==> config.mk <==
export PLATFORM = sky130hd
export DESIGN_NAME = ntt_wr_ctrl
export DESIGN_NICKNAME = d
export VERILOG_FILES = /design/src/ntt_pkg.sv /design/src/ntt_wr_ctrl.sv
export SDC_FILE = /design/constraint.sdc
export NUM_CORES = 1
export LEC_CHECK = 0
export BUFFER_PORTS_ARGS = -buffer_cell sky130_fd_sc_hd__buf_2
export CAP_MARGIN = 15
export CORE_ASPECT_RATIO = 0.6
export CORE_MARGIN = 1.5
export CORE_UTILIZATION = 27
export CTS_BUF_LIST = sky130_fd_sc_hd__clkbuf_16
export DETAILED_ROUTE_END_ITERATION = 7
export HOLD_SLACK_MARGIN = 0.1
export PLACE_DENSITY = 0.76
export REMOVE_ABC_BUFFERS = 1
export SLEW_MARGIN = 0
export SYNTH_ARGS = -nofsm -noshare
export SYNTH_HDL_FRONTEND = slang
export SYNTH_SLANG_ARGS = --single-unit
==> constraint.sdc <==
create_clock -name clk -period 1 [get_ports clk]
set_input_delay 0.1 -clock clk [delete_from_list [all_inputs] [get_ports clk]]
set_output_delay 0.1 -clock clk [all_outputs]
set_load 0.005 [all_outputs]
==> src/ntt_pkg.sv <==
package ntt_pkg;

  // Field widths
  localparam int COEF_W  = 12;
  localparam int ADDR_W  = 8;
  localparam int TW_W    = 7;
  localparam int ROUND_W = 3;

  // Ring parameters of the ML-KEM polynomial
  localparam int NTT_Q      = 3329;
  localparam int NTT_N      = 256;
  localparam int NTT_ZETA   = 17;
  localparam int NTT_ROUNDS = 7;

  // One butterfly per cycle, half the coefficients per layer
  localparam int BF_PER_ROUND = 128;

  // Register stages inside the GS butterfly
  localparam int BF_LATENCY = 3;

  typedef logic [COEF_W-1:0]  coef_t;
  typedef logic [ADDR_W-1:0]  coef_addr_t;
  typedef logic [TW_W-1:0]    twiddle_idx_t;
  typedef logic [ROUND_W-1:0] round_t;

  typedef enum logic [1:0] {
    RD_IDLE,
    RD_EXEC,
    EXEC_WAIT
  } ntt_read_state_t;

  typedef enum logic [1:0] {
    WR_IDLE,
    WR_MEM,
    WR_STAGE
  } ntt_write_state_t;

  // Butterfly issued by the read controller
  typedef struct packed {
    logic         valid;
    coef_addr_t   addr_lo;
    coef_addr_t   addr_hi;
    twiddle_idx_t tw_idx;
  } bf_op_t;

  // Operands after the read stage register
  typedef struct packed {
    logic       valid;
    coef_addr_t addr_lo;
    coef_addr_t addr_hi;
    coef_t      a;
    coef_t      b;
    coef_t      zeta;
  } bf_in_t;

  // Results headed for write-back
  typedef struct packed {
    logic       valid;
    coef_addr_t addr_lo;
    coef_addr_t addr_hi;
    coef_t      a;
    coef_t      b;
  } bf_out_t;

endpackage

==> src/ntt_wr_ctrl.sv <==
module ntt_wr_ctrl (
  input  logic                clk,
  input  logic                rst,
  input  logic                zeroize,
  input  ntt_pkg::bf_out_t    res,
  output logic                wr_en,
  output ntt_pkg::coef_addr_t wr_addr_lo,
  output ntt_pkg::coef_addr_t wr_addr_hi,
  output ntt_pkg::coef_t      wr_a,
  output ntt_pkg::coef_t      wr_b,
  output logic                round_drained
);

  localparam int BF_W = $clog2(ntt_pkg::BF_PER_ROUND);
  localparam logic [BF_W-1:0] LAST_BF = BF_W'(ntt_pkg::BF_PER_ROUND - 1);

  ntt_pkg::ntt_write_state_t state;
  logic [BF_W-1:0]           wr_cnt;

  // Results go straight to memory, both halves in the same cycle
  assign wr_en      = res.valid;
  assign wr_addr_lo = res.addr_lo;
  assign wr_addr_hi = res.addr_hi;
  assign wr_a       = res.a;
  assign wr_b       = res.b;

  // The last write of a layer is the count wrapping back to zero
  assign round_drained = res.valid && (wr_cnt == LAST_BF);

  always_ff @(posedge clk) begin
    if (rst || zeroize) begin
      state  <= ntt_pkg::WR_IDLE;
      wr_cnt <= '0;
    end else begin
      if (res.valid) wr_cnt <= wr_cnt + 1'b1;
      case (state)
        ntt_pkg::WR_IDLE: begin
          if (res.valid) state <= ntt_pkg::WR_MEM;
        end
        ntt_pkg::WR_MEM: begin
          // Move on one write early so the final write happens in WR_STAGE
          if (res.valid && (wr_cnt == LAST_BF - 1'b1)) state <= ntt_pkg::WR_STAGE;
        end
        ntt_pkg::WR_STAGE: begin
          state <= ntt_pkg::WR_IDLE;
        end
        default: state <= ntt_pkg::WR_IDLE;
      endcase
    end
  end

  a_wr_follows_valid: assert property (
    @(posedge clk) disable iff (rst || zeroize) wr_en == res.valid);

  a_drain_in_stage: assert property (
    @(posedge clk) disable iff (rst || zeroize)
    round_drained |-> (state == ntt_pkg::WR_STAGE)
  );

endmodule

==> summary.md <==
| Metric | Value |
|---|---|
| Post-synthesis instance total | `76` |
| Slew HR | `0.824` |
| WL/cell | `31.9 µm` |
| Final slew viol count | `0` |
| Tcrit/Tclk final | `1.24` |
| Top post-synthesis cells by area | `buf_4 51%, dfxtp_1 23%, xor2_1 4.2%, nor2_1 3.0%, ha_1 2.0%` |
| Core footprint | `2160 µm²` |
| # rows | `13` |
| Cell area after layout | `584 µm²` |
| Setup crit start kind | `flop` |
| Worst Setup End Kind | `flop` |
| Syn avg cell area | `8.15 µm²` |
| Gr usage total | `0.214` |
| Layout cells sized above 1 | `0.604` |
| Final min period | `1.24 ns` |
| Max Freq | `808 MHz` |
| Synth Register Bits | `7` |
| Buffers on Ports | `5` |
| Worst-path maximum fanout | `3` |
| Diode count | `0` |
| Nets | `99` |
| RSZ-0062 raised after global routing | `true` |
| CTS sink count | `7` |
| CTS tree | `built` |
| Cell Count Post-Placement | `76` |
| Max-cap violations | `0` |
| Die ar. | `2600 µm²` |
| Routed Antenna Nets | `0` |
| IO Pins | `86` |
| CTS Hold Bufs | `0` |
| Vias in the first global route | `403` |
| Die height | `40.1 µm` |
| Failing checks | `setup timing` |
| Initial antenna violation count | `0` |
| Worst-margin pin slew | `0.262 ns` |
| Router iterations before antenna repair | `4` |
| First-pass GRT wire length | `3350 µm` |
| Vias | `426` |
| Final setup vio count | `5` |
| Status | `finished with violations` |
| Critical path class | `flop to flop` |
| Syn-to-layout area delta | `-5.66%` |
| R2R cell count | `6` |
| Hold Path Depth | `0` |
| Power per cell area | `1730 nW/µm²` |
| Skew final | `0.00464 ns` |
| Post-synth top area cell | `buf_4` |
| Post-DP HPWL | `2010 µm` |
| Flip-flop count of the largest register after layout | `7` |
| Pwr Total | `1.01 mW` |
| Initial core utilization | `0.286` |
| Chip width | `64.8 µm` |
| Synth Cell Area | `619 µm²` |
| Clock-pin slew on the worst setup and hold paths | `0.04 ns` |
| Synth unique cells | `17` |
| Worst EP arrival | `1.40 ns` |
| Worst path required time | `1.17 ns` |
| Placed cell areas | `423 µm²` |
| Worst slack at placement | `-0.0831 ns` |
| Via/cell ratio | `5.13` |
| Share of the yosys chip area belonging to registers | `0.226` |
| Final hold vios | `0` |
| Hold Crit Class | `input pin to output port` |
| Fillcell total | `229` |
| Root buf cell | `clkbuf_16` |
| Grt ovf | `0` |
| Final setup margin | `-0.237 ns` |
| Clk_lat worst skew | `0.24 ns` |
| Top Registers | `wr_cnt x7` |
| CTS Buffer Depth | `2` |
| Top reg by flops | `wr_cnt` |
| H-tree depth | `1` |
| Final WL | `2650 µm` |
| Initial DRC Count | `18` |
| Non-Filler Instances | `83` |
| Drc violations | `0` |
| Lkg Pwr | `0.244 nW` |
| Largest net degree at the start of global routing | `8` |
| Peak VDD IR | `0.000508 V` |
| Yosys warns | `0` |
| Final RePlAce weighted congestion | `0.648` |
| Synth top area share | `0.509` |
| Total CTS buffers | `3` |
path summary, 6_finish.rpt:
kind,start,end,slack (ns)
max,wr_cnt[1]$_SDFFE_PP0P_,wr_cnt[5]$_SDFFE_PP0P_,-0.24
min,res[39],wr_addr_lo[7],0.20
max reg2reg,wr_cnt[1]$_SDFFE_PP0P_,wr_cnt[5]$_SDFFE_PP0P_,-0.24
min reg2reg,wr_cnt[6]$_SDFFE_PP0P_,wr_cnt[6]$_SDFFE_PP0P_,0.51
cell usage after synthesis (all sizes together):
| cell type | count |
|---|---|
| or2 | 1 |
| mux2i | 1 |
| a21oi | 2 |
| dfxtp | 7 |
| nand4 | 3 |
| ha | 1 |
| inv | 1 |
| xnor2 | 1 |
| or3 | 2 |
| nor2 | 5 |
| xor2 | 3 |
| buf | 42 |
| nor3 | 1 |
| clkbuf | 1 |
| nand2 | 3 |
| o21ai | 2 |
layer usage:
layer / wire length (µm) / global-route usage / vias up
met2: 845 / 0.193 / 64
met5: 0 / 0.0625 / -
met4: 54 / 0.0957 / 0
met3: 719 / 0.275 / 10
met1: 1030 / 0.241 / 199
li1: - / - / 153
where the power goes:
part,switching (mW),leakage [nW],internal (mW)
combinational,0.0200,0.142,0.0221
clock,0.163,0.0423,0.521
sequential,0.00291,0.0590,0.284
logic make-up after synthesis:
group                      count (synthesis)  share of synthesized area
muxes                                      1                     0.0162
xor gates and xnor gates                   4                     0.0566
adders and majority gates                  1                     0.0202
buffers and inverters                     44                      0.521
DFF                                        7                      0.226
AOI/OAI and AO/OA                          4                     0.0323
and+or+nand+nor                           15                      0.127
cell usage in the layout (no fill, tap or decap), types with 2 or more instances in the layout:
| cell | synthesis | layout |
|---|---|---|
| o21ai_0 | 2 | 2 |
| buf_2 | 0 | 5 |
| buf_6 | 0 | 3 |
| or3_1 | 2 | 2 |
| nand4_1 | 2 | 2 |
| buf_4 | 42 | 8 |
| xor2_1 | 3 | 3 |
| inv_1 | 1 | 2 |
| nand2_2 | 0 | 2 |
| dfxtp_2 | 0 | 5 |
| dfxtp_1 | 7 | 2 |
| clkbuf_16 | 0 | 3 |
| nor2_1 | 5 | 5 |
what timing repair did:
action	CTS	global route
pin swaps	9	11
gates resized for setup	12	5
hold endpoints to repair	0	0
setup endpoints to repair	5	6
setup buffers	3	4
cloned	0	0
final cells by class:
class / instances / area, µm² / area share
multi-input combinational: 25 / 199 / 0.340
sequential: 7 / 146 / 0.251
timing repair buffer: 16 / 119 / 0.203
clock buffer: 3 / 75.1 / 0.128
tap: 30 / 37.5 / 0.0642
clock inverter: 1 / 3.75 / 0.00642
inverter: 1 / 3.75 / 0.00642
critical path: stages (launching register included):
cell     delay (ns)
dfxtp_2        0.34
buf_4          0.11
buf_6          0.08
buf_6          0.09
nand2_2        0.05
or3_1          0.34
a21oi_2        0.17
through the flow:
stage	util	setup TNS, ns	hold slack [ns]
2_1_floorplan	-	-0.139	0.200
3_3_place_gp	0.195	-0.0982	0.200
3_5_place_dp	0.195	-0.309	0.200
4_1_cts	0.255	-0.464	0.200
5_1_grt	0.270	-0.961	0.200
6_report	0.270	-0.745	0.200
Note: power is estimated with default switching activity, not from simulation.
