File: src/ntt_pkg.sv
package ntt_pkg;

  // Field widths
  localparam int COEF_W  = 12;
  localparam int ADDR_W  = 8;
  localparam int TW_W    = 7;
  localparam int ROUND_W = 3;

  // Ring parameters of the ML-KEM polynomial
  localparam int NTT_Q      = 3329;
  localparam int NTT_N      = 256;
  localparam int NTT_ZETA   = 17;
  localparam int NTT_ROUNDS = 7;

  // One butterfly per cycle, half the coefficients per layer
  localparam int BF_PER_ROUND = 128;

  // Register stages inside the GS butterfly
  localparam int BF_LATENCY = 3;

  typedef logic [COEF_W-1:0]  coef_t;
  typedef logic [ADDR_W-1:0]  coef_addr_t;
  typedef logic [TW_W-1:0]    twiddle_idx_t;
  typedef logic [ROUND_W-1:0] round_t;

  typedef enum logic [1:0] {
    RD_IDLE,
    RD_EXEC,
    EXEC_WAIT
  } ntt_read_state_t;

  typedef enum logic [1:0] {
    WR_IDLE,
    WR_MEM,
    WR_STAGE
  } ntt_write_state_t;

  // Butterfly issued by the read controller
  typedef struct packed {
    logic         valid;
    coef_addr_t   addr_lo;
    coef_addr_t   addr_hi;
    twiddle_idx_t tw_idx;
  } bf_op_t;

  // Operands after the read stage register
  typedef struct packed {
    logic       valid;
    coef_addr_t addr_lo;
    coef_addr_t addr_hi;
    coef_t      a;
    coef_t      b;
    coef_t      zeta;
  } bf_in_t;

  // Results headed for write-back
  typedef struct packed {
    logic       valid;
    coef_addr_t addr_lo;
    coef_addr_t addr_hi;
    coef_t      a;
    coef_t      b;
  } bf_out_t;

endpackage

File: src/ntt_twiddle_rom.sv
module ntt_twiddle_rom (
  input  ntt_pkg::twiddle_idx_t tw_idx,
  output ntt_pkg::coef_t        zeta
);

  localparam int TW_DEPTH = 1 << ntt_pkg::TW_W;

  typedef logic [TW_DEPTH-1:0][ntt_pkg::COEF_W-1:0] table_t;

  function automatic int unsigned bitrev(int unsigned i);
    int unsigned r;
    r = 0;
    for (int b = 0; b < ntt_pkg::TW_W; b++) begin
      r[b] = i[ntt_pkg::TW_W-1-b];
    end
    return r;
  endfunction

  // Square and multiply keeps the elaboration loop short
  function automatic int unsigned pow_mod(int unsigned base, int unsigned e);
    int unsigned acc;
    int unsigned sq;
    acc = 1;
    sq  = base;
    for (int k = 0; k < ntt_pkg::TW_W; k++) begin
      if (e[k]) acc = (acc * sq) % ntt_pkg::NTT_Q;
      sq = (sq * sq) % ntt_pkg::NTT_Q;
    end
    return acc;
  endfunction

  function automatic table_t build_table();
    table_t t;
    for (int i = 0; i < TW_DEPTH; i++) begin
      t[i] = ntt_pkg::COEF_W'(pow_mod(ntt_pkg::NTT_ZETA, bitrev(i)));
    end
    return t;
  endfunction

  localparam table_t TW_TABLE = build_table();

  assign zeta = TW_TABLE[tw_idx];

endmodule

File: config.mk
export PLATFORM = sky130hd
export DESIGN_NAME = ntt_twiddle_rom
export DESIGN_NICKNAME = d
export VERILOG_FILES = /design/src/ntt_pkg.sv /design/src/ntt_twiddle_rom.sv
export SDC_FILE = /design/constraint.sdc
export NUM_CORES = 1
export LEC_CHECK = 0
export ABC_AREA = 1
export BUFFER_PORTS_ARGS = -buffer_cell sky130_fd_sc_hd__buf_2
export CORE_UTILIZATION = 58
export DETAILED_ROUTE_END_ITERATION = 6
export GPL_ROUTABILITY_DRIVEN = 0
export PLACE_DENSITY = 0.84
export SLEW_MARGIN = 20
export SYNTH_ARGS = -nofsm -noshare
export SYNTH_HDL_FRONTEND = slang
export SYNTH_SLANG_ARGS = --single-unit
File: constraint.sdc
create_clock -name vclk -period 1.6
set_input_delay 0.24 -clock vclk [all_inputs]
set_output_delay 0.24 -clock vclk [all_outputs]
set_load 0.05 [all_outputs]
==> results of run 1 <==
cell families after synthesis:
group | synth area share
AO/OA/AOI/OAI | 0.1016
adder cells (fa/ha/maj) | 0.06041
buffers and inverters | 0.1137
AND/OR/NAND/NOR | 0.7243
repair_timing:
item,4_1_cts
buffers inserted,2
setup endpoints to repair,12
gates resized for setup,80
gates cloned,0
pin swaps,16
metrics by stage:
stage / TNS, ns / hold slack, ns / instance area [um^2]
4_1_cts: -4.059 / 1.042 / 3488
3_5_place_dp: -5.695 / 1.119 / 3186
3_3_place_gp: -4.894 / 1.098 / 3186
2_1_floorplan: -0.2943 / 0.7161 / 2435
Yosys cell counts:
master / number
nand2_1: 228
nand3_1: 101
nor2_1: 52
inv_1: 30
a21oi_1: 23
o21ai_0: 22
buf_2: 12
ha_1: 11
nand4_1: 11
clkbuf_1: 8
buf_1: 4
buf_4: 4
clkinv_1: 2
a31oi_1: 1
inv_2: 1
nand3b_1: 1
nor2_4: 1
or2_2: 1
per-layer routing:
layer / track usage / overflow
met5: 0.2778 / 0
met4: 0.9167 / 25
met3: 0.6215 / 0
met2: 0.9737 / 21
met1: 0.8125 / 0
==> reports/results.txt, run 1 <==
dpl cells: 638
global-route usage over all layers: 0.8173
status: stopped before the end
synthesized area: 2278 um^2
post-synthesis cell type count: 18
Place WS: -0.5458 ns
I/O pin cnt: 19
Rows: 22
first-pass GRT wire length: 26020 um
synth warn: 0
hold_buf cts: 0
die width: 64.68 um
post-synthesis sequential area ratio: 0
Starting Density: 0.6131
Failed at: global routing (5_1_grt)
Mapped Cells: 513
HPWL Detailed: 9181 um
mean area per synthesized cell: 4.441 um^2
die height: 64.68 um
Syn Nets: 531
stop err: [ERROR GRT-0116] Global routing finished with congestion. Check the congestion regions in the DRC Viewer.
top post-synthesis cells by area: nand2_1 (38%), nand3_1 (22%), nor2_1 (8.6%), ha_1 (6.0%), a21oi_1 (5.1%)
Yosys top cell area share: 0.3756
IO Port Bufs: 19
vias in the first global route: 5098
cell taking the most area after synthesis: nand2_1
pin count of the biggest net entering global routing: 23
grt ovf: 46
==> run 2, diff against run 1 <==
CORE_UTILIZATION = 40   (was 58)
PLACE_DENSITY = default   (was 0.84)
PLACE_DENSITY_LB_ADDON = 0.15   (was default)
clock period = 2.1 ns   (was 1.6 ns; I/O delays follow)
==> run 2 against run 1 <==
  * The flow now finishes, with violations (design-rule violations, negative setup slack)
  * Synthesized cell count did not move
  * Synthesized area did not move
==> reports/results.txt, run 2 <==
multiplexer share of the synthesized area: 0 (unchanged)
post-synthesis cell type count: 18 (unchanged)
Slew Limit Fails: 0
ANT nets after route: 0
Rows: 27 (+23%)
peak supply drop: 0.0001640 V
drt first pass iters: 7
flip-flop and latch count: 0
vias after detailed routing: 4252
CP Launch Type: input pin
CP arrival: 1.87 ns
Area Growth Syn to Fin: 50.19%
post-synthesis compound-gate area fraction: 0.1016 (unchanged)
main combinational cell family by area after synthesis: simple AND/OR/NAND/NOR gates
# diodes: 0
Hold/Removal Path Class: in2out
Detailed Route Iter0 Violations: 1055
Slew headroom: 0.6468
Syn Nets: 531 (unchanged)
top post-synthesis cells by area: nand2_1 (38%), nand3_1 (22%), nor2_1 (8.6%), ha_1 (6.0%), a21oi_1 (5.1%)
kind of critical path: in2out
dpl cell area: 2954 um^2 (-7.3%)
grt ovf: 0
IO Port Bufs: 19 (unchanged)
die width: 77.47 um (+20%)
Lkg Pwr: 1.853 nW
# setup viols final: 2
Worst Hold Slack: 1.213 ns
commonest cells after routing, fill and taps aside: nand2_1 (200), nand3_1 (94), buf_4 (71)
clkbuf count: 0
vias in the first global route: 3738
final-stage net count: 605
Setup crit end kind: primary output
Mapped Cells: 513 (unchanged)
actual slew at the worst max-slew pin: 0.5292 ns
Worst Slack Setup Final: -0.08521 ns
Final Critical Period: 2.185 ns
Register Area: 0 um^2
Synth Area in Adders: 0.06041 (unchanged)
I/O pin cnt: 19 (unchanged)
status: finished, violations left
Core Util, Final: 0.6215
failing checks: design-rule violations, negative setup slack
most frequent cells after synthesis: nand2_1 (228), nand3_1 (101), nor2_1 (52)
max cap viols: 0
die area: 6002 um^2
critical path peak fanout: 7
post-synthesis simple-gate area fraction: 0.7243 (unchanged)
WL per Instance: 19.61 um
commonest non-fill, non-tap cell in the layout: nand2_1
total wire length: 12880 um
fmax: 457.6 MHz
Yosys top cell area share: 0.3756 (unchanged)
Via density: 6.472
CP Data Required Time: 1.78 ns
first-pass GRT wire length: 19010 um
post-synthesis sequential area ratio: 0 (unchanged)
core region area: 5507 um^2
die height: 77.47 um (+20%)
share of post-route cells with drive strength above 1: 0.2838
synthesized area: 2278 um^2 (unchanged)
initial antenna violation count: 0
DRC errors left: 148
Post-Synth XOR/XNOR Area: 0 (unchanged)
PwrDens: 298.2 nW/um^2
RSZ-0062 raised after global routing: yes
synth warn: 0 (unchanged)
pin count of the biggest net entering global routing: 38
cell taking the most area after synthesis: nand2_1
# fillers: 534
HPWL Detailed: 8533 um (-7.1%)
final hold vios: 0
Finished Cell Area: 3422 um^2
Starting Density: 0.4138 (-0.1994)
mean area per synthesized cell: 4.441 um^2 (unchanged)
most numerous cell in the Yosys netlist: nand2_1
setup_tns: -0.1233 ns
global-route usage over all layers: 0.3988
crit share post-route: 1.041
==> run 2: cell counts after synthesis <==
No cell type changed its count.
==> run 2: kinds of logic (layout without fill, tap and decap cells) <==
family / Yosys count / in the layout
fa+ha+maj: 11 / 11
buf+inv: 61 / 133
simple gates: 395 / 395
compound gates: 46 / 46
==> run 2: routing by layer <==
layer	track usage	vias up	wire length [um]
li1	-	1815	-
met2	0.6071	487	5065
met5	0	-	0
met3	0.1341	181	2293
met4	0.2189	0	1327
met1	0.4888	1769	4194
==> run 2: where the power goes <==
part	switching [mW]	internal [mW]
clock network	0	0
logic	0.650	0.371
registers	0	0
total	0.650	0.371
==> run 2: what timing repair did <==
| action | in CTS | in global routing |
|---|---|---|
| hold buffers | 0 | 0 |
| pin swaps | 0 | 12 |
| setup endpoints to repair | 12 | 12 |
| buffers inserted | 0 | 5 |
| gates cloned | 0 | 3 |
| resized for setup | 33 | 82 |
==> run 2: path summary, 6_finish.rpt <==
path / from / end / cells past startpoint
setup / recovery: tw_idx[1] / zeta[3] / 13
hold / removal: tw_idx[6] / zeta[4] / 5
==> run 2: cell type report <==
class | count | area, um^2 | share of cell area
Inverter | 33 | 131.4 | 0.03839
Multi-Input combinational cell | 452 | 2281 | 0.6665
Tap cell | 72 | 90.09 | 0.02633
Timing Repair Buffer | 100 | 919.6 | 0.2687
==> run 2: worst max-delay path, stage by stage <==
cell,delay [ns]
buf_2,0.10
inv_2,0.06
buf_4,0.14
ha_2,0.19
nand2_2,0.20
nand2_1,0.09
nand2_1,0.10
nand2_1,0.06
nor2_1,0.18
nand2_1,0.12
nand3_2,0.09
nand2_2,0.06
buf_6,0.15
==> run 2: metrics by stage <==
step | power, mW | cells | setup WS [ns]
floorplan | 0.5170 | 513 | 0.03447
CTS | 0.8577 | 649 | -0.02269
global route | 1.078 | 657 | -0.2129
detailed placement | 0.8188 | 649 | -0.2068
global placement | 0.8169 | 649 | -0.1807
finish | 1.021 | 657 | -0.08521
No activity file was read; power rests on OpenSTA's default activity.
