**src/ntt_pkg.sv**
```systemverilog
package ntt_pkg;

  // Field widths
  localparam int COEF_W  = 12;
  localparam int ADDR_W  = 8;
  localparam int TW_W    = 7;
  localparam int ROUND_W = 3;

  // Ring parameters of the ML-KEM polynomial
  localparam int NTT_Q      = 3329;
  localparam int NTT_N      = 256;
  localparam int NTT_ZETA   = 17;
  localparam int NTT_ROUNDS = 7;

  // One butterfly per cycle, half the coefficients per layer
  localparam int BF_PER_ROUND = 128;

  // Register stages inside the GS butterfly
  localparam int BF_LATENCY = 3;

  typedef logic [COEF_W-1:0]  coef_t;
  typedef logic [ADDR_W-1:0]  coef_addr_t;
  typedef logic [TW_W-1:0]    twiddle_idx_t;
  typedef logic [ROUND_W-1:0] round_t;

  typedef enum logic [1:0] {
    RD_IDLE,
    RD_EXEC,
    EXEC_WAIT
  } ntt_read_state_t;

  typedef enum logic [1:0] {
    WR_IDLE,
    WR_MEM,
    WR_STAGE
  } ntt_write_state_t;

  // Butterfly issued by the read controller
  typedef struct packed {
    logic         valid;
    coef_addr_t   addr_lo;
    coef_addr_t   addr_hi;
    twiddle_idx_t tw_idx;
  } bf_op_t;

  // Operands after the read stage register
  typedef struct packed {
    logic       valid;
    coef_addr_t addr_lo;
    coef_addr_t addr_hi;
    coef_t      a;
    coef_t      b;
    coef_t      zeta;
  } bf_in_t;

  // Results headed for write-back
  typedef struct packed {
    logic       valid;
    coef_addr_t addr_lo;
    coef_addr_t addr_hi;
    coef_t      a;
    coef_t      b;
  } bf_out_t;

endpackage

```
**src/gs_butterfly.sv**
```systemverilog
module gs_butterfly (
  input  logic             clk,
  input  logic             rst,
  input  ntt_pkg::bf_in_t  in,
  output ntt_pkg::bf_out_t out
);

  localparam int PROD_W = 2 * ntt_pkg::COEF_W;

  typedef struct packed {
    logic                valid;
    ntt_pkg::coef_addr_t addr_lo;
    ntt_pkg::coef_addr_t addr_hi;
    ntt_pkg::coef_t      sum;
    logic [PROD_W-1:0]   prod;
  } bf_prod_t;

  logic [ntt_pkg::COEF_W:0] sum_raw;
  ntt_pkg::coef_t           sum_mod, diff_mod;
  ntt_pkg::bf_in_t          s1;
  bf_prod_t                 s2;

  // Operands are already reduced, so one conditional correction suffices
  always_comb begin
    sum_raw = {1'b0, in.a} + {1'b0, in.b};
    if (sum_raw >= ntt_pkg::NTT_Q) sum_mod = ntt_pkg::coef_t'(sum_raw - ntt_pkg::NTT_Q);
    else sum_mod = sum_raw[ntt_pkg::COEF_W-1:0];
    if (in.b >= in.a) diff_mod = in.b - in.a;
    else diff_mod = ntt_pkg::coef_t'(in.b + ntt_pkg::NTT_Q - in.a);
  end

  always_ff @(posedge clk) begin
    // Stage 1 keeps the sum in a and the difference in b
    s1.addr_lo <= in.addr_lo;
    s1.addr_hi <= in.addr_hi;
    s1.a       <= sum_mod;
    s1.b       <= diff_mod;
    s1.zeta    <= in.zeta;
    // Stage 2 twists the difference
    s2.addr_lo <= s1.addr_lo;
    s2.addr_hi <= s1.addr_hi;
    s2.sum     <= s1.a;
    s2.prod    <= s1.b * s1.zeta;
    // Stage 3 brings the product back below q
    out.addr_lo <= s2.addr_lo;
    out.addr_hi <= s2.addr_hi;
    out.a       <= s2.sum;
    out.b       <= ntt_pkg::coef_t'(s2.prod % ntt_pkg::NTT_Q);
    if (rst) begin
      s1.valid  <= 1'b0;
      s2.valid  <= 1'b0;
      out.valid <= 1'b0;
    end else begin
      s1.valid  <= in.valid;
      s2.valid  <= s1.valid;
      out.valid <= s2.valid;
    end
  end

  // A flush anywhere in the last three cycles empties the pipe, so skip those
  a_latency: assert property (
    @(posedge clk) disable iff (rst)
    (!$past(rst, 1) && !$past(rst, 2) && !$past(rst, 3)) |->
      (out.valid == $past(in.valid, ntt_pkg::BF_LATENCY))
  );

endmodule

```
**config.mk**
```make
export PLATFORM = sky130hd
export DESIGN_NAME = gs_butterfly
export DESIGN_NICKNAME = d
export VERILOG_FILES = /design/src/ntt_pkg.sv /design/src/gs_butterfly.sv
export SDC_FILE = /design/constraint.sdc
export NUM_CORES = 1
export LEC_CHECK = 0
export ABC_AREA = 1
export BUFFER_PORTS_ARGS = -buffer_cell sky130_fd_sc_hd__clkbuf_2
export CORE_MARGIN = 5
export CORE_UTILIZATION = 40
export CTS_BUF_LIST = sky130_fd_sc_hd__clkbuf_8
export CTS_CLUSTER_DIAMETER = 80
export CTS_CLUSTER_SIZE = 25
export DETAILED_ROUTE_END_ITERATION = 10
export HOLD_SLACK_MARGIN = 0.03
export PLACE_DENSITY = 0.61
export RECOVER_POWER = 50
export SLEW_MARGIN = 30
export SYNTH_ARGS = -nofsm -noshare
export SYNTH_HDL_FRONTEND = slang
export SYNTH_SLANG_ARGS = --single-unit
```
**constraint.sdc**
```tcl
create_clock -name clk -period 13 [get_ports clk]
set_clock_uncertainty 0.05 [all_clocks]
set_input_delay 0 -clock clk [delete_from_list [all_inputs] [get_ports clk]]
set_output_delay 0 -clock clk [all_outputs]
set_load 0.02 [all_outputs]
```
==> impl_summary.md, run 1 <==
Critical path
The worst setup path is captured at a flop. The master of the slowest instance on the critical path is xor2_1. For this run, the slowest stage of the critical path takes 390 ps. The most prevalent standard cell on the critical path is nand2_1. The worst setup path is launched from a flop.

At the worst endpoint, the required time is 13,290 ps. The maximum fanout encountered on the critical timing path is 20. The start-to-end type of the worst setup path is reg -> reg. STA puts the critical path data arrival time at 11,990 ps.

Route
The violation count after the first detailed-routing iteration is 750. The total detailed-routing wirelength is 35,800 µm. In the final routed layout, each cell accounts on average for 12.02 µm. Using the TritonRoute via totals, the vias-per-cell ratio works out to 4.772.

The final route contains 14,220 vias. The number of nets with antenna violations after routing is 0. The first TritonRoute pass finished after 7 iterations. The number of remaining DRC errors is 0.

Synth
The netlist area before placement is 0.01593 mm². The synthesized net count is 2,593. By area the synthesized netlist is led by dfxtp_1 (18%), nand2_1 (17%), fa_1 (14%). In the synthesized netlist the async set-or-reset flop fraction comes to 0. The number of enable flip-flop cells after synthesis is 0. Synthesis produced a netlist whose cell count is 2,322. The register bit count reported by yosys is 147. In this run, distinct cell masters in the synthesized netlist total 50. The count of synthesis-stage warnings from yosys is 0. The share of synthesized area in the top cell type comes to 0.1847. The part of the Yosys area used for sequential elements is 0.1847. The most area-hungry cell type in the Yosys netlist is dfxtp_1. Averaged over all synthesized cells, the footprint is 6.861 µm².

The top flip-flop cell by instance count after synthesis is dfxtp_1.

Timing
The transition time of the tightest slew-check pin is 594.5 ps. The time the final worst path needs with I/O delays and setup is 11,700 ps. The least setup slack across all paths after layout is 1303 ps. The hold violation count in the final report was 0. Static timing analysis puts the maximum clock frequency at 0.08549 GHz. The final setup violation count is 0. Headroom to the max-slew limit came out at 0.6031. In the finished design, the share of the clock period the worst path needs comes to 0.8998. The number of slew-limit violations in the final report is 0.

Die
The count of boundary I/O pins is 96. The die width is 209.6 µm. The starting density of the core is 0.4028. The number of placement rows is 73. The total area inside the core boundary comes to 0.03955 mm².

The die is 209.6 µm tall. The floorplan step defined a die boundary enclosing 0.04392 mm².

Clock network
The maximum clock path buffer count is 2. The root cell of the clock tree is clkbuf_8. The post-CTS clock slew at the launch and capture registers of the worst setup and hold paths is 90 ps.

The source-to-sink clock delay at the later pin of the worst-skew pair is 440 ps. The number of sinks handled by clock tree synthesis is 147. The CTS tree is built. The CTS buffer count is 17. The total number of H-tree levels is 4.

Global routing
The number of global-route vias before repair is 13,760. Summed over all layers, the global routing overflow is 0. After global routing, the most crowded layer is met2. The initial antenna violation count is 0. Entering global routing, the biggest net connects 22 pins. The first-pass GRT wire length is 62,010 µm. The met2 track utilization from global routing is 0.2877. In the global route stage, met3 resource usage came out at 0.02332. For this run, the total global-route usage over all layers was measured as 0.1621.

For this run, global-route usage on met1 was measured as 0.2120.

Final layout
Compared with the post-synthesis result, the final layout area differs by 11.35%. The layout has 4,046 filler cells. The layout cell share with drive strength beyond 1 is 0.1414. The diode insertion count for antenna repair is 0. At the end of the flow, the number of nets in the layout was 2,712.

Run
Max-cap violations in this run came to 0.

Worst hold path
The min-delay analysis places its worst path in the category in -> reg.

Placed design
Before CTS, the worst setup slack after placement is 789.5 ps. Buffers placed on the I/O ports in this run total 95. Detailed placement ended at an HPWL of 29,090 µm. The final weighted congestion of routability-driven global placement is 0.8871.

Status
The flow ran to the end, and the final reports show no timing, DRC or antenna violations.
==> routing by layer <==
metal	up-vias	wire, µm
met5	-	0
met4	0	422
met3	37	1302
met1	6556	16340
li1	7372	-
met2	252	17740
==> logic make-up (layout without fill, tap and decap cells) <==
| family | Yosys count | in the layout | synth area share |
|---|---|---|---|
| mux | 3 | 3 | 0.002042 |
| flops | 147 | 147 | 0.1847 |
| compound gates | 153 | 153 | 0.05734 |
| buf+inv | 441 | 573 | 0.1105 |
| xor+xnor | 107 | 107 | 0.05883 |
| fa+ha+maj | 216 | 216 | 0.2215 |
| simple gates | 1255 | 1255 | 0.3651 |
==> layout make-up <==
cell class / count / area (µm²) / area share
timing repair buffer: 143 / 909.6 / 0.05128
clock inverter: 14 / 140.1 / 0.007900
clock buffer: 18 / 247.7 / 0.01397
multi-input combinational: 1734 / 11340 / 0.6393
inverter: 398 / 1500 / 0.08457
sequential: 147 / 2944 / 0.1660
tap: 525 / 656.9 / 0.03703
==> cells in the mapped netlist, types with 4 or more instances <==
cell and n:
nand4_1 29, o21ai_0 41, buf_6 6, dfxtp_1 147, buf_8 4, xor2_1 91
o21bai_1 8, nand2_4 27, nand3_1 192, nand3_4 5, clkbuf_1 30, fa_1 110
ha_1 106, inv_1 371, nor2_4 16, nor2_2 27, o21ai_2 4, nand3_2 8
a21oi_2 6, nand2_2 72, a21oi_4 4, nor2_1 146, o211ai_1 6, nand2_1 705
inv_2 22, nor3_1 8, a21oi_1 58, nand3b_1 9, o21ai_1 12, xnor2_1 16
==> cell usage in the layout, fill, tap and decap left out, drive strengths merged, types with 16 or more instances in the layout <==
master       synthesis  routed
ha                 106     106
nor2               190     190
inv                393     401
dlygate4sd3          0      33
nand4               30      30
a21oi               68      68
nand2              804     804
xnor2               16      16
o21ai               57      57
xor2                91      91
clkbuf              30     113
fa                 110     110
nand3              205     205
dfxtp              147     147
==> critical path, delay by kind of cell (launching register included) <==
kind	cells	cell delay, ps
compound gates	5	1150
xor+xnor	1	390
fa+ha+maj	1	170
buf+inv	7	850
flops	1	380
simple gates	65	8550
==> sequential cells by signal, indices dropped and copies added (netlist names) <==
name  cells
s1       53
out      41
s2       53
==> final timing paths <==
path,from,end,slack [ps],cells past startpoint
min,in[12],s1[13],60,5
min reg2reg,s2[37],out[25],270,0
max reg2reg,s2[12],out[5],1300,79
max,s2[12],out[5],1300,79
==> timing repair <==
action,CTS,global route
resized for setup,0,22
setup buffers,0,14
hold buffers,33,0
hold endpoints to repair,33,0
setup endpoints to repair,0,12
==> through the flow <==
step | util | TNS [ps] | cell area (µm²) | std cells | hold slack [ps]
2_1_floorplan | - | 0 | 15930 | 2322 | -22.28
3_5_place_dp | 0.4250 | 0 | 16810 | 2900 | 53.94
6_report | 0.4485 | 0 | 17740 | 2979 | 58.57
5_1_grt | 0.4485 | -37.16 | 17740 | 2979 | 68.26
4_1_cts | 0.4432 | 0 | 17530 | 2965 | 38.43
3_3_place_gp | 0.4250 | 0 | 16810 | 2900 | 53.19
Power of run 1 is not shown: default switching activity piles up to over one toggle a cycle in this logic, so the estimate is an artifact.
==> run 2, diff against run 1 <==
Settings changed: RECOVER_POWER 50 to not set.
==> run 2 against run 1 <==
Non-clock buffer count unchanged. Critical path depth unchanged. Global-route usage unchanged. Highest routed layer unchanged. Setup slack improved by 2.4 ps. Count of clock-buffer cells in the layout unchanged. Wire length about the same.
==> impl_summary.md, run 2 (synthesis results as in run 1) <==
Status
The run finished with clean final reports.

Critical path
The number of cells on the worst reg-to-reg path is 79. The startpoint identified for the worst register-to-register timing path is s2[12]. The most critical setup path has its endpoint at out[5]. The start-to-end type of the worst setup path is reg -> reg. For this design, the slowest cell found on the critical path is xor2_1. The number of buffers and inverters on the critical path is 7. The critical path starts at s2[12]. The required time of the critical path is 13,290 ps.

Data arrives at the worst endpoint at 11,990 ps. For flop-to-flop paths, the worst setup slack is 1310 ps. The worst register-to-register path ends at out[5]. In this run the worst path has a maximum fanout of 20. The kind of end point of the critical path is a flop. In this design, the stage delay of the slowest critical-path cell is 390 ps.

STA classifies the critical path startpoint as a flop. The critical path crosses 79 cells after its start point. By instance count, the cell type seen most on the critical path is nand2_1. The kind of cell with the highest combined delay along the critical path is simple AND/OR/NAND/NOR gates.

Die
The standard cell core area is 0.03955 mm². Pin placement for this block handled 96 I/O pins. The starting density of the core is 0.4028.

The die is 209.6 µm tall. The die covers 0.04392 mm². The number of placement rows is 73. In this run the horizontal extent of the chip is 209.6 µm.

Route
For this block, the initial DRC count from the detailed router was 751. The total detailed-routing wirelength is 35,800 µm. Dividing the detail-routed wire length by the instance count gives 12.02 µm.

The number of search-and-repair iterations in the first detailed-routing pass is 5. In the routed layout, each cell is associated on average with a via count of 4.774. The number of nets with antenna violations after routing is 0. The number of remaining DRC errors is 0. For this block, the via count after detailed routing is 14,220.

Placed design
The count of buffers inserted at the top-level ports is 95. Summed over all nets, the half-perimeter wirelength after detailed placement is 29,090 µm. The final weighted congestion of routability-driven global placement is 0.8871.

Timing
The transition time of the tightest slew-check pin is 598.6 ps. The worst path needs 11,690 ps of the cycle, external delays included. Of the available clock period, the critical path in the final layout requires 0.8996. The final setup violation count is 0. The hold violation count in the final report is 0. Static timing analysis puts the maximum clock frequency at 0.08551 GHz. The tightest slew margin relative to the limit is 0.6004. The number of slew-limit violations in the final report is 0.

Final layout
The net count of the finished layout is 2,712. The core utilization of the finished layout is 0.4487. The diode insertion count for antenna repair is 0. In the layout the commonest cells are nand2_1 (704), inv_1 (370), nand3_1 (190).

The library cell used most frequently in the layout, excluding fill and tap cells, is nand2_1. The largest registers in the layout are s1 (53), s2 (53), out (41). The layout cell share with drive strength beyond 1 is 0.1443. Relative to the synthesized area, the layout overhead comes to 11.40%.

Clock network
The maximum clock path buffer count is 2. After clock tree synthesis, the clock-pin slew on the worst setup and hold paths is 90 ps. The CTS tree is built.

The tree is rooted in a clkbuf_8. In this run the number of H-tree levels came out at 4. Counting every sink on the clock net gives 147.

The CTS buffer count is 17. Clock latency on the worst-skew pair, taken at its later pin, is 440 ps.

Global routing
The number of global-route vias before repair came to 13,760. The initial antenna violation count is 0. The first-pass GRT wire length is 62,010 µm.

The global router's overall resource usage is 0.1621. The global route total overflow is 0. The maximum number of pins on one net before global-route repair is 22.

Worst hold path
The worst hold path class is in -> reg.

Run
The max-cap violation count is 0.
-- run 2: layer usage --
metal | vias up | share of wire | GRT usage
met3 | 37 | 0.037 | 0.02332
li1 | 7371 | - | -
met5 | - | 0 | 0
met1 | 6560 | 0.46 | 0.2120
met4 | 0 | 0.012 | 0.02993
met2 | 255 | 0.50 | 0.2877
-- run 2: final cells by class --
cell class,instances,area (µm²)
clock inverter,14,140.1
timing repair buffer,143,918.4
multi-input combinational,1734,11340
inverter,398,1500
fill,4041,21800
sequential,147,2944
tap,525,656.9
clock buffer,18,247.7
-- run 2: worst reg2reg max path, delay by kind of cell (launching register included) --
kind / cells / cell delay (ps)
compound gates: 5 / 1150
flops: 1 / 380
simple gates: 65 / 8590
xor+xnor: 1 / 390
fa+ha+maj: 1 / 170
buf+inv: 7 / 860
-- run 2: metrics by stage --
| stage | instance area [µm²] | TNS, ps | cells | hold WS [ps] | setup WS (ps) |
|---|---|---|---|---|---|
| 2_1_floorplan | 15930 | 0 | 2322 | -22.28 | 2714 |
| 3_5_place_dp | 16810 | 0 | 2900 | 53.94 | 789.5 |
| 4_1_cts | 17530 | 0 | 2965 | 38.43 | 716.4 |
| 6_report | 17750 | 0 | 2979 | 58.53 | 1305 |
| 5_1_grt | 17750 | -37.16 | 2979 | 68.26 | -17.83 |
| 3_3_place_gp | 16810 | 0 | 2900 | 53.19 | 1278 |
-- run 2: repair_timing --
action                                 in CTS  in global routing
buffers inserted                            0                 14
setup endpoints to repair                   0                 12
hold buffers                               33                  0
endpoints found under the hold margin      33                  0
gates resized for setup                     0                 22
-- run 2: how the worst min path moves through the flow --
stage	start	end	slack [ps]	cells after the start
3_5_place_dp	in[48]	s1[48]	50	1
4_1_cts	in[12]	s1[13]	40	5
6_report	in[12]	s1[13]	60	5
5_1_grt	in[12]	s1[13]	70	5
2_1_floorplan	in[0]	s1[0]	-20	0
3_3_place_gp	in[50]	s1[50]	50	1
Power of run 2 is left out for the same reason.
