--- config.mk ---
export PLATFORM = sky130hd
export DESIGN_NAME = ntt_rd_ctrl
export DESIGN_NICKNAME = d
export VERILOG_FILES = /design/src/ntt_pkg.sv /design/src/ntt_rd_ctrl.sv
export SDC_FILE = /design/constraint.sdc
export NUM_CORES = 1
export LEC_CHECK = 0
export BUFFER_PORTS_ARGS = -buffer_cell sky130_fd_sc_hd__buf_2
export CAP_MARGIN = 20
export CORE_ASPECT_RATIO = 0.75
export CORE_MARGIN = 2
export CORE_UTILIZATION = 47
export DETAILED_ROUTE_END_ITERATION = 16
export PLACE_DENSITY = 0.7
export SLEW_MARGIN = 10
export SYNTH_ARGS = -nofsm -noshare
export SYNTH_HDL_FRONTEND = slang
export SYNTH_SLANG_ARGS = --single-unit
--- constraint.sdc ---
create_clock -name clk -period 4.55 [get_ports clk]
set_clock_uncertainty 0.1 [all_clocks]
set_input_delay 0.455 -clock clk [delete_from_list [all_inputs] [get_ports clk]]
set_output_delay 0.455 -clock clk [all_outputs]
set_load 0.05 [all_outputs]
--- src/ntt_pkg.sv ---
package ntt_pkg;

  // Field widths
  localparam int COEF_W  = 12;
  localparam int ADDR_W  = 8;
  localparam int TW_W    = 7;
  localparam int ROUND_W = 3;

  // Ring parameters of the ML-KEM polynomial
  localparam int NTT_Q      = 3329;
  localparam int NTT_N      = 256;
  localparam int NTT_ZETA   = 17;
  localparam int NTT_ROUNDS = 7;

  // One butterfly per cycle, half the coefficients per layer
  localparam int BF_PER_ROUND = 128;

  // Register stages inside the GS butterfly
  localparam int BF_LATENCY = 3;

  typedef logic [COEF_W-1:0]  coef_t;
  typedef logic [ADDR_W-1:0]  coef_addr_t;
  typedef logic [TW_W-1:0]    twiddle_idx_t;
  typedef logic [ROUND_W-1:0] round_t;

  typedef enum logic [1:0] {
    RD_IDLE,
    RD_EXEC,
    EXEC_WAIT
  } ntt_read_state_t;

  typedef enum logic [1:0] {
    WR_IDLE,
    WR_MEM,
    WR_STAGE
  } ntt_write_state_t;

  // Butterfly issued by the read controller
  typedef struct packed {
    logic         valid;
    coef_addr_t   addr_lo;
    coef_addr_t   addr_hi;
    twiddle_idx_t tw_idx;
  } bf_op_t;

  // Operands after the read stage register
  typedef struct packed {
    logic       valid;
    coef_addr_t addr_lo;
    coef_addr_t addr_hi;
    coef_t      a;
    coef_t      b;
    coef_t      zeta;
  } bf_in_t;

  // Results headed for write-back
  typedef struct packed {
    logic       valid;
    coef_addr_t addr_lo;
    coef_addr_t addr_hi;
    coef_t      a;
    coef_t      b;
  } bf_out_t;

endpackage

--- src/ntt_rd_ctrl.sv ---
module ntt_rd_ctrl (
  input  logic             clk,
  input  logic             rst,
  input  logic             zeroize,
  input  logic             start,
  input  logic             round_drained,
  output ntt_pkg::bf_op_t  op,
  output logic             busy,
  output logic             done,
  output ntt_pkg::round_t  round
);

  localparam int BF_W = $clog2(ntt_pkg::BF_PER_ROUND);
  localparam logic [BF_W-1:0] LAST_BF = BF_W'(ntt_pkg::BF_PER_ROUND - 1);
  localparam ntt_pkg::round_t LAST_ROUND = ntt_pkg::round_t'(ntt_pkg::NTT_ROUNDS - 1);

  ntt_pkg::ntt_read_state_t state, state_n;
  ntt_pkg::round_t          round_n;
  logic [BF_W-1:0]          bf_cnt, bf_cnt_n;
  logic                     done_n;
  ntt_pkg::coef_addr_t      j_ext, len_n, lo_n, len;
  ntt_pkg::twiddle_idx_t    tw_base;
  ntt_pkg::bf_op_t          op_n;

  always_comb begin
    state_n  = state;
    round_n  = round;
    bf_cnt_n = bf_cnt;
    case (state)
      ntt_pkg::RD_IDLE: begin
        if (start) begin
          state_n  = ntt_pkg::RD_EXEC;
          round_n  = '0;
          bf_cnt_n = '0;
        end
      end
      ntt_pkg::RD_EXEC: begin
        bf_cnt_n = bf_cnt + 1'b1;
        if (bf_cnt == LAST_BF) state_n = ntt_pkg::EXEC_WAIT;
      end
      ntt_pkg::EXEC_WAIT: begin
        // Next layer only reads once every result of this one is back in memory
        if (round_drained) begin
          if (round == LAST_ROUND) begin
            state_n = ntt_pkg::RD_IDLE;
          end else begin
            state_n  = ntt_pkg::RD_EXEC;
            round_n  = round + 1'b1;
            bf_cnt_n = '0;
          end
        end
      end
      default: state_n = ntt_pkg::RD_IDLE;
    endcase
    if (zeroize) state_n = ntt_pkg::RD_IDLE;
  end

  assign done_n = (state == ntt_pkg::EXEC_WAIT) && round_drained &&
                  (round == LAST_ROUND) && !zeroize;

  // Butterfly j takes the j-th index with the len bit clear as its low address
  always_comb begin
    j_ext   = ntt_pkg::coef_addr_t'(bf_cnt_n);
    len_n   = ntt_pkg::coef_addr_t'(2) << round_n;
    lo_n    = ((j_ext >> (int'(round_n) + 1)) << (int'(round_n) + 2)) | (j_ext & (len_n - 1'b1));
    tw_base = ntt_pkg::twiddle_idx_t'(ntt_pkg::BF_PER_ROUND - 1) -
              ((ntt_pkg::twiddle_idx_t'(1) << (LAST_ROUND - round_n)) - 1'b1);
    op_n.valid   = (state_n == ntt_pkg::RD_EXEC);
    op_n.addr_lo = lo_n;
    op_n.addr_hi = lo_n + len_n;
    op_n.tw_idx  = tw_base - ntt_pkg::twiddle_idx_t'(lo_n >> (int'(round_n) + 2));
  end

  always_ff @(posedge clk) begin
    if (rst) begin
      state  <= ntt_pkg::RD_IDLE;
      round  <= '0;
      bf_cnt <= '0;
      op     <= '0;
      busy   <= 1'b0;
      done   <= 1'b0;
    end else begin
      state  <= state_n;
      round  <= round_n;
      bf_cnt <= bf_cnt_n;
      op     <= op_n;
      busy   <= (state_n != ntt_pkg::RD_IDLE);
      done   <= done_n;
    end
  end

  assign len = ntt_pkg::coef_addr_t'(2) << round;

  a_valid_in_exec: assert property (
    @(posedge clk) disable iff (rst) op.valid == (state == ntt_pkg::RD_EXEC));

  a_busy_state: assert property (
    @(posedge clk) disable iff (rst) busy == (state != ntt_pkg::RD_IDLE));

  a_pair_distance: assert property (
    @(posedge clk) disable iff (rst) op.valid |-> ((op.addr_hi - op.addr_lo) == len));

endmodule

==> results list, run 1 <==
* Clock tree from TritonCTS: built
- Static Leak: 1.44 nW
- Number of inserted filler cells in the final layout: between 400 and 500
- After detailed routing, the number of remaining DRC violations is 0.
- Final setup violation count: 0
- Max-cap violations in this run came to 0.
- Sum of routed wire length over all layers: 6.24 mm
* Top cell type's share of synthesized area: ~29%
- RSZ-0062 raised after global routing: true
* Hold-fix buffers at CTS: 0
- Total power density per cell area: 200 mW/mm²
- Power comes to 0.630 mW.
- Slew Limit Fails: 0
- After detailed placement, the total cell area comes to 0.00291 mm².
- The internal portion of the total power is 0.476 mW.
- The core region is 0.00532 mm².
- For this run, the post-layout net count is 378.
- After layout, the worst path uses 97.1% of the clock period.
- Cell count after synthesis: 294
- Synthesized net count: 323
- After clock tree synthesis, the clock-pin slew on the worst setup and hold paths is roughly 0.08 ns.
- Worst-skew pair later-pin latency: 0.29 ns
- Distinct cells, synth: between 70 and 80
* Worst Setup Start Kind: flip-flop
* Cell with the most instances on the worst path: sky130_fd_sc_hd__ha_1
- Max Buffers Root-to-Sink: 2
* Count of endpoints failing hold in the final timing report: 0
* Delay contributed by the slowest stage of the critical path: 0.36 ns
- Transition at the pin with the smallest max-transition slack: 0.691 ns
* Fin util: 59.1%
* Net switching component of the power: 0.154 mW
- 34 I/O pins were placed.
- The slowest stage of the critical path belongs to the cell sky130_fd_sc_hd__dfxtp_4.
* Maximum operating frequency: 0.226 GHz
- In the post-route analysis, the smallest setup slack over all paths is 0.134 ns.
- Combinational cell fraction of total power: 6.8%
- The H-tree generated during clock tree synthesis spans 2 levels.
- After synthesis, the mean cell area works out to 8.79 µm².
- STA puts the critical path data required time at 4.60 ns.
- Largest net degree at the start of global routing: 36
- Number of global-route vias before repair: just over 2k
* Pre-Repair DR Iteration Count: 4
- Sum Neg Setup Slack: 0 ns
- The final route contains 2,329 vias.
- Synth Flop Type: sky130_fd_sc_hd__dfxtp_1
- Number of cell rows: 23
- Summed over all instances, the cell type with the most area after synthesis is sky130_fd_sc_hd__dfxtp_1.
* Overflow after GRT: 0
- Cell Area, Synth: 0.00258 mm²
- The clock drives 37 sinks.
- The area growth from synthesis to layout is 21.8%.
* Max-slew headroom at the worst pin: 53.6%
- Placement Setup Slack: 0.0363 ns
* Critical Path Sink Type: flip-flop
- Placer congestion estimate: 0.900
- Once the floorplan was initialized, standard cells occupied 48.5% of the core.
- The flow ran to the end, and the final reports show no timing, DRC or antenna violations.
* Path class of the lowest-slack min-delay path: in2reg
- Total routing usage reported by global routing: 21.3%
- Number of flops mapped to enable cells by yosys: 0
- Starting DRT DRC Count: 151
- Family with the most delay on the worst path: adder cells
* Number of buffers and inverters on the critical path: 3
* Type of the worst setup path: reg2reg
- Fraction of the yosys area taken by sequential cells: 28.7%
- In the synthesized netlist the async set-or-reset flop fraction comes to 0%.
* Initial antenna violation count: 0
- From bottom edge to top edge, the die measures 68.2 µm.
- The repair_antennas step left the layout with diodes totalling 0.
* Switching Share: 24.5%
- Subtracting the final worst setup slack from the clock period gives 4.42 ns.
- Wire length of the first global-routing pass: 9.98 mm
- For the worst setup path, the data arrival time is 4.47 ns.
* Maximum VDD drop: 0.117 mV
- Fraction of layout cells with a size suffix above 1: between 30% and 40%
* Die Footprint: 0.00611 mm²
- Sequential cells account for a little over half of the total power.
- Summing all non-filler instances in the final layout gives an area of 0.00315 mm².
- Proportion of power drawn by the clock network: 41.1%
* Routed wire length per instance: 14.7 µm
* Clock buffer count from CTS: 5
- Total of flip-flops plus latches after synthesis: 37
* Synthesis warning total: 0
- Synth area leaders: sky130_fd_sc_hd__dfxtp_1, sky130_fd_sc_hd__ha_1, sky130_fd_sc_hd__nor2_1
- Cell-by-cell trace of the critical path: buf_4 -> ha_1 -> nand4b_2 -> mux2_4 -> nand2_2 -> inv_2 -> ha_4 -> or2_2 -> nor3_4 -> buf_4 -> nor4b_4 -> o21ai_2 -> a32oi_1 -> ha_1 -> ha_1 -> a21o_1 -> a21oi_2 -> o21bai_1 -> a21oi_1 -> xnor2_1 -> xnor2_1 -> nor2_1
- The count of buffers added on input and output ports is 33.
- DIE WIDTH: 89.6 µm
- Avg Vias per Cell: approximately 5.5
- Once detailed placement completed, the half-perimeter wirelength came to 4.51 mm.
- The tree is rooted in a sky130_fd_sc_hd__clkbuf_8.
* Highest fanout seen on the critical path: 4
- Antenna violation net count after detailed routing: 0
-- repair_timing --
action,in CTS,in global routing
pin swaps,0,17
endpoints found under the setup margin,1,3
buffers inserted,0,9
gates resized for setup,2,17
-- power by group through the flow --
stage                     Clock, mW  Sequential, mW  Combinational (mW)
after CTS                     0.264           0.329              0.0430
after floorplan                   0           0.346              0.0230
after global placement            0           0.336              0.0426
after global routing          0.276           0.329              0.0468
after detailed placement          0           0.336              0.0427
final                         0.259           0.328              0.0431
-- stage by stage --
step | instances | hold slack [ns]
finish | 425 | 0.269
floorplan | 294 | 0.434
CTS | 416 | 0.259
global route | 425 | 0.272
global placement | 408 | 0.492
detailed placement | 408 | 0.483
-- layer usage --
metal / vias to the layer above / track usage (%) / wire, µm
met2: 88 / 30.9 / 2550
met3: 8 / 4.83 / 473
met1: 1078 / 31.9 / 3160
li1: 1155 / - / -
met4: 0 / 4.85 / 61
met5: - / 0 / 0
-- area by class of cell --
cell class                      count  area [µm²]  share of cell area [%]
Multi-Input combinational cell    225        1760                    56.0
Sequential cell                    37         749                    23.8
Timing Repair Buffer               59         360                    11.4
Clock buffer                        7        96.3                    3.06
Tap cell                           75        93.8                    2.98
Inverter                           21        81.3                    2.58
Clock inverter                      1        5.00                   0.159
-- cell usage after synthesis, drive strengths merged (3+ instances only) --
library cell  number
o21ai              7
nand2b             3
xor2               3
nand4              4
a31o               3
buf                6
mux2i              3
nor2b             11
dfxtp             37
nor4               4
a211oi             7
xnor2              6
a21o               6
nor3              11
nand2             21
ha                22
inv               21
a221oi             3
a21oi             16
nand3              8
nor2              43
clkbuf             5
o21bai             3
-- placed cells by master (no fill, tap or decap), types with 3 or more instances in the layout --
| master | Yosys | layout |
|---|---|---|
| sky130_fd_sc_hd__o21ai_2 | 4 | 4 |
| sky130_fd_sc_hd__nand2_1 | 20 | 17 |
| sky130_fd_sc_hd__ha_4 | 0 | 3 |
| sky130_fd_sc_hd__xnor2_1 | 6 | 6 |
| sky130_fd_sc_hd__nor4_1 | 4 | 4 |
| sky130_fd_sc_hd__dfxtp_1 | 37 | 34 |
| sky130_fd_sc_hd__buf_2 | 1 | 33 |
| sky130_fd_sc_hd__ha_1 | 22 | 19 |
| sky130_fd_sc_hd__o21ai_0 | 3 | 3 |
| sky130_fd_sc_hd__a21oi_1 | 13 | 11 |
| sky130_fd_sc_hd__a21oi_2 | 2 | 4 |
| sky130_fd_sc_hd__nor3_1 | 10 | 9 |
| sky130_fd_sc_hd__clkbuf_8 | 0 | 7 |
| sky130_fd_sc_hd__a211oi_1 | 4 | 4 |
| sky130_fd_sc_hd__buf_4 | 3 | 26 |
| sky130_fd_sc_hd__nand2_2 | 1 | 4 |
| sky130_fd_sc_hd__nand3_1 | 8 | 8 |
| sky130_fd_sc_hd__nor2_1 | 41 | 41 |
| sky130_fd_sc_hd__nand2b_1 | 3 | 3 |
| sky130_fd_sc_hd__nor2b_1 | 11 | 11 |
| sky130_fd_sc_hd__inv_2 | 3 | 3 |
| sky130_fd_sc_hd__a21o_1 | 6 | 6 |
| sky130_fd_sc_hd__xor2_1 | 3 | 3 |
| sky130_fd_sc_hd__inv_1 | 18 | 17 |
-- sequential cells by signal, summed over array words and instances (netlist names) --
name    cells
busy        1
bf_cnt      7
round       3
state       2
op         23
done        1
-- worst reg2reg max path, cell delays in order (launching register included) --
cell                       delay (ns)
sky130_fd_sc_hd__dfxtp_4         0.36
sky130_fd_sc_hd__buf_4           0.14
sky130_fd_sc_hd__ha_1            0.22
sky130_fd_sc_hd__nand4b_2        0.13
sky130_fd_sc_hd__mux2_4          0.36
sky130_fd_sc_hd__nand2_2         0.09
sky130_fd_sc_hd__inv_2           0.05
sky130_fd_sc_hd__ha_4            0.21
sky130_fd_sc_hd__or2_2           0.34
sky130_fd_sc_hd__nor3_4          0.22
sky130_fd_sc_hd__buf_4           0.15
sky130_fd_sc_hd__nor4b_4         0.04
sky130_fd_sc_hd__o21ai_2         0.19
sky130_fd_sc_hd__a32oi_1         0.09
sky130_fd_sc_hd__ha_1            0.36
sky130_fd_sc_hd__ha_1            0.28
sky130_fd_sc_hd__a21o_1          0.19
sky130_fd_sc_hd__a21oi_2         0.16
sky130_fd_sc_hd__o21bai_1        0.10
sky130_fd_sc_hd__a21oi_1         0.16
sky130_fd_sc_hd__xnor2_1         0.15
sky130_fd_sc_hd__xnor2_1         0.14
sky130_fd_sc_hd__nor2_1          0.05
-- final timing paths --
kind,startpoint,end,slack [ns],depth (start not counted)
max,round[0],op[6],0.13,22
min,zeroize,state[0],0.27,2
max reg2reg,round[0],op[6],0.13,22
min reg2reg,bf_cnt[0],bf_cnt[0],0.51,2
-- cells by family (layout without fill, tap and decap cells) --
group | after synthesis | in the layout | synth area share, %
XOR/XNOR | 9 | 9 | 3.05
flip-flops | 37 | 37 | 28.7
AND/OR/NAND/NOR | 120 | 120 | 25.3
AO/OA/AOI/OAI | 68 | 68 | 23.1
multiplexers | 4 | 4 | 1.89
buffers and inverters | 32 | 88 | 5.71
adder cells (fa/ha/maj) | 24 | 24 | 12.2
Power figures use the tool's default switching activity.
==> inputs of run 2 (changes only) <==
Settings changed: SETUP_SLACK_MARGIN set to 0.4.
==> run 2 against run 1 <==
Clock power grew 16%. Worst setup slack gained 0.13 ns. Sequential cell count did not move. Fmax grew 3.0%. Wire length increased by 13%. First-iteration DRC count rose by 11%. Power up 6.6%. Combinational power rose by 1%. Largest cell class unchanged.
==> results list, run 2 (synthesis gave the netlist of run 1 again) <==
- The startpoint identified for the worst hold timing path is zeroize.
* Number of global-route vias before repair: 2,353 (+14%)
- The site row count was 23 (unchanged).
* DIE WIDTH: 89.6 µm (unchanged)
* Ratio of final minimum period to clock period: 94.2% (-2.8 points)
* Largest reg by FF count: op
- The routability-driven placement congestion ratio came to 0.941 (+4.6%).
- Highest fanout seen on the critical path: 4 (unchanged)
- Number of levels the H-tree was split into: 2 (unchanged)
* Registers with the most flip-flops: op x23, bf_cnt x7, round x3
- The critical path starts at round[0].
- Final Critical Period: 4.29 ns (-0.130 ns)
* Reg2Reg Depth: 22 (unchanged)
- Slew Limit Fails: 0 (unchanged)
- Final setup violation count: 0 (unchanged)
* Antenna violation net count after detailed routing: 0 (unchanged)
- The global-route wire length before repair is 11.6 mm (+16%).
* IO buf count: 33 (unchanged)
- Relative to the synthesized area, the layout overhead comes to 29.8%.
- Transition at the pin with the smallest max-transition slack: 0.742 ns (+0.0513 ns)
- The wire length per cell is 16.2 µm (+10%).
- The remaining global-route overflow came to 0 (unchanged).
* Leading cell type in the layout, fill and taps excluded: sky130_fd_sc_hd__nor2_1
- The worst register-to-register path begins at round[0].
* Highest routed metal layer: met4
* Max-slew headroom at the worst pin: 50.1% (-3.4 points)
- Multi-input logic area: 0.00187 mm² (+6.3%)
- The largest net degree at the start of global routing was 36 (unchanged).
* DRC Markers: 0 (unchanged)
- The most critical setup path has its endpoint at op[5].
- Most used cells in the layout excluding fill and tap cells: sky130_fd_sc_hd__nor2_1, sky130_fd_sc_hd__buf_4, sky130_fd_sc_hd__dfxtp_1, sky130_fd_sc_hd__buf_2, sky130_fd_sc_hd__nand2_1
- The flip-flop count of the largest register after layout was 23 (unchanged).
- Maximum operating frequency: 0.233 GHz (+3.0%)
- Worst Setup Start Kind: flip-flop
* Die boundary height: 68.2 µm (unchanged)
- The clock latency on the worst-skew pair came to 0.29 ns (about the same).
- The endpoint identified for the worst register-to-register timing path is op[5].
* Fraction of layout cells with a size suffix above 1: 40.0% (+6.3 points)
- The highest ir drop seen on vdd was 0.123 mV (+4.8%).
* Max Buffers Root-to-Sink: 2 (unchanged)
- The total length of routed met3 wires is 503 µm (+6.3%).
* Core Box Area: 0.00532 mm² (unchanged)
- The first-pass iteration count of the detailed router came to 5 (+1).
- WP data arrival: 4.35 ns (-0.12 ns)
- The tree is rooted in a sky130_fd_sc_hd__clkbuf_8.
* Die Footprint: 0.00611 mm² (unchanged)
- Wire length on met2: 3.02 mm (+18%)
- Type of the worst setup path: reg2reg
- The average vias per placed instance was 5.66 (+3.3%).
- Diode count: 0 (unchanged)
- Static Leak: 1.50 nW (+4.4%)
* Critical Path Sink Type: flip-flop
- The total length of routed wires came to 7.05 mm (+13%).
- Number of max-cap violations: 0 (unchanged)
- Fin util: 63.0% (+3.9 points)
- Total power density per cell area: 200 mW/mm² (about the same)
* Path class of the lowest-slack min-delay path: in2reg
- Sum Neg Setup Slack: 0 ns (unchanged)
- Final-stage net count: 388 (+2.6%)
- The routed metal-1 wirelength came to 3.37 mm (+6.7%).
* Starting DRT DRC Count: 168 (+11%)
* Vias: 2,463 (+5.8%)
- Clock buffer count from CTS: 5 (unchanged)
* Initial antenna violation count: 0 (unchanged)
* Initial Utilization: 48.5% (unchanged)
* Number of inserted filler cells in the final layout: 450 (-5.5%)
- TritonCTS built the clock tree.
- Worst-path clk slew: 0.08 ns (about the same)
- Hold-fix buffers at CTS: 0 (unchanged)
- Area taken by flip-flops and latches: 751 µm² (+0.17%)
- Internal reg-to-reg setup slack: 0.26 ns (+0.13 ns)
- RSZ-0062 raised after global routing: true
* Post-DP HPWL: 4.58 mm (+1.6%)
* Result of the run: finished, final reports clean
* Total routing usage reported by global routing: 24.6% (+3.2 points)
- Clk sink count: 37 (unchanged)
* Required time of the critical path: 4.61 ns (about the same)
- Number of primary I/O pins: 34 (unchanged)
- The number of hold violations in the final report came to 0 (unchanged).
## run 2: changes by cell type in the layout (fill, tap and decap cells not counted), moves of 2 or more
cell and delta:
sky130_fd_sc_hd__inv_2 +2, sky130_fd_sc_hd__buf_4 +9, sky130_fd_sc_hd__a211oi_1 -3, sky130_fd_sc_hd__ha_1 -4, sky130_fd_sc_hd__a211oi_2 +3, sky130_fd_sc_hd__o21ai_1 +2
sky130_fd_sc_hd__o21ai_0 -2, sky130_fd_sc_hd__ha_4 +3, sky130_fd_sc_hd__inv_1 -2
## run 2: worst min path at each step
stage | endpoint | slack, ns | depth (start not counted)
2_1_floorplan | done | 0.43 | 1
5_1_grt | done | 0.28 | 2
3_5_place_dp | bf_cnt[0] | 0.50 | 2
3_3_place_gp | bf_cnt[0] | 0.49 | 2
6_report | state[0] | 0.27 | 2
4_1_cts | done | 0.27 | 2
## run 2: where the power goes
part / internal, mW / switching, mW / total, mW
Sequential: 0.326 / 0.00210 / 0.328
Combinational: 0.0127 / 0.0310 / 0.0437
Clock: 0.179 / 0.121 / 0.300
Total: 0.518 / 0.154 / 0.672
## run 2: critical path, stage by stage (launching register included)
cell and delay (ns):
sky130_fd_sc_hd__dfxtp_4 0.37, sky130_fd_sc_hd__inv_4 0.04, sky130_fd_sc_hd__ha_4 0.24, sky130_fd_sc_hd__and4bb_1 0.22, sky130_fd_sc_hd__a221oi_4 0.22, sky130_fd_sc_hd__inv_2 0.11
sky130_fd_sc_hd__a21oi_4 0.20, sky130_fd_sc_hd__nand2_2 0.11, sky130_fd_sc_hd__ha_4 0.18, sky130_fd_sc_hd__inv_1 0.08, sky130_fd_sc_hd__nor2_1 0.06, sky130_fd_sc_hd__a221o_1 0.38
sky130_fd_sc_hd__a22oi_2 0.19, sky130_fd_sc_hd__o221ai_2 0.16, sky130_fd_sc_hd__ha_4 0.32, sky130_fd_sc_hd__inv_1 0.04, sky130_fd_sc_hd__ha_2 0.19, sky130_fd_sc_hd__fa_2 0.39
sky130_fd_sc_hd__a21oi_2 0.13, sky130_fd_sc_hd__nor2_1 0.05, sky130_fd_sc_hd__nor2_1 0.16, sky130_fd_sc_hd__xor2_1 0.15, sky130_fd_sc_hd__nor2_1 0.05
## run 2: per-stage QoR
stage | instances | worst slack [ns] | total power, mW | instance area (µm²) | hold slack [ns]
final | 435 | 0.264 | 0.672 | 3350 | 0.271
after global routing | 435 | 0.0620 | 0.692 | 3350 | 0.277
after CTS | 429 | 0.323 | 0.676 | 3230 | 0.266
after detailed placement | 405 | 0.166 | 0.379 | 2920 | 0.500
after global placement | 405 | 0.187 | 0.378 | 2920 | 0.493
after floorplan | 294 | 0.253 | 0.369 | 2640 | 0.434
## run 2: cell type report
| cell class | instances | area share [%] |
|---|---|---|
| well taps | 75 | 2.80 |
| multi-input cells | 225 | 55.8 |
| flip-flops and latches | 37 | 22.4 |
| clock buffers | 7 | 2.57 |
| inverters | 21 | 2.42 |
| repair buffers | 69 | 13.1 |
| clock inverters | 1 | 0.895 |
## run 2: repair_timing
action                                  4_1_cts  5_1_grt
pin swaps                                    23       27
endpoints found under the setup margin        3        5
resized for setup                            13       18
setup buffers                                16        6
## run 2: per-layer routing
layer | up-vias | GRT usage, %
li1 | 1181 | -
met4 | 0 | 6.72
met1 | 1141 | 35.0
met3 | 24 | 5.31
met2 | 117 | 37.3
met5 | - | 0
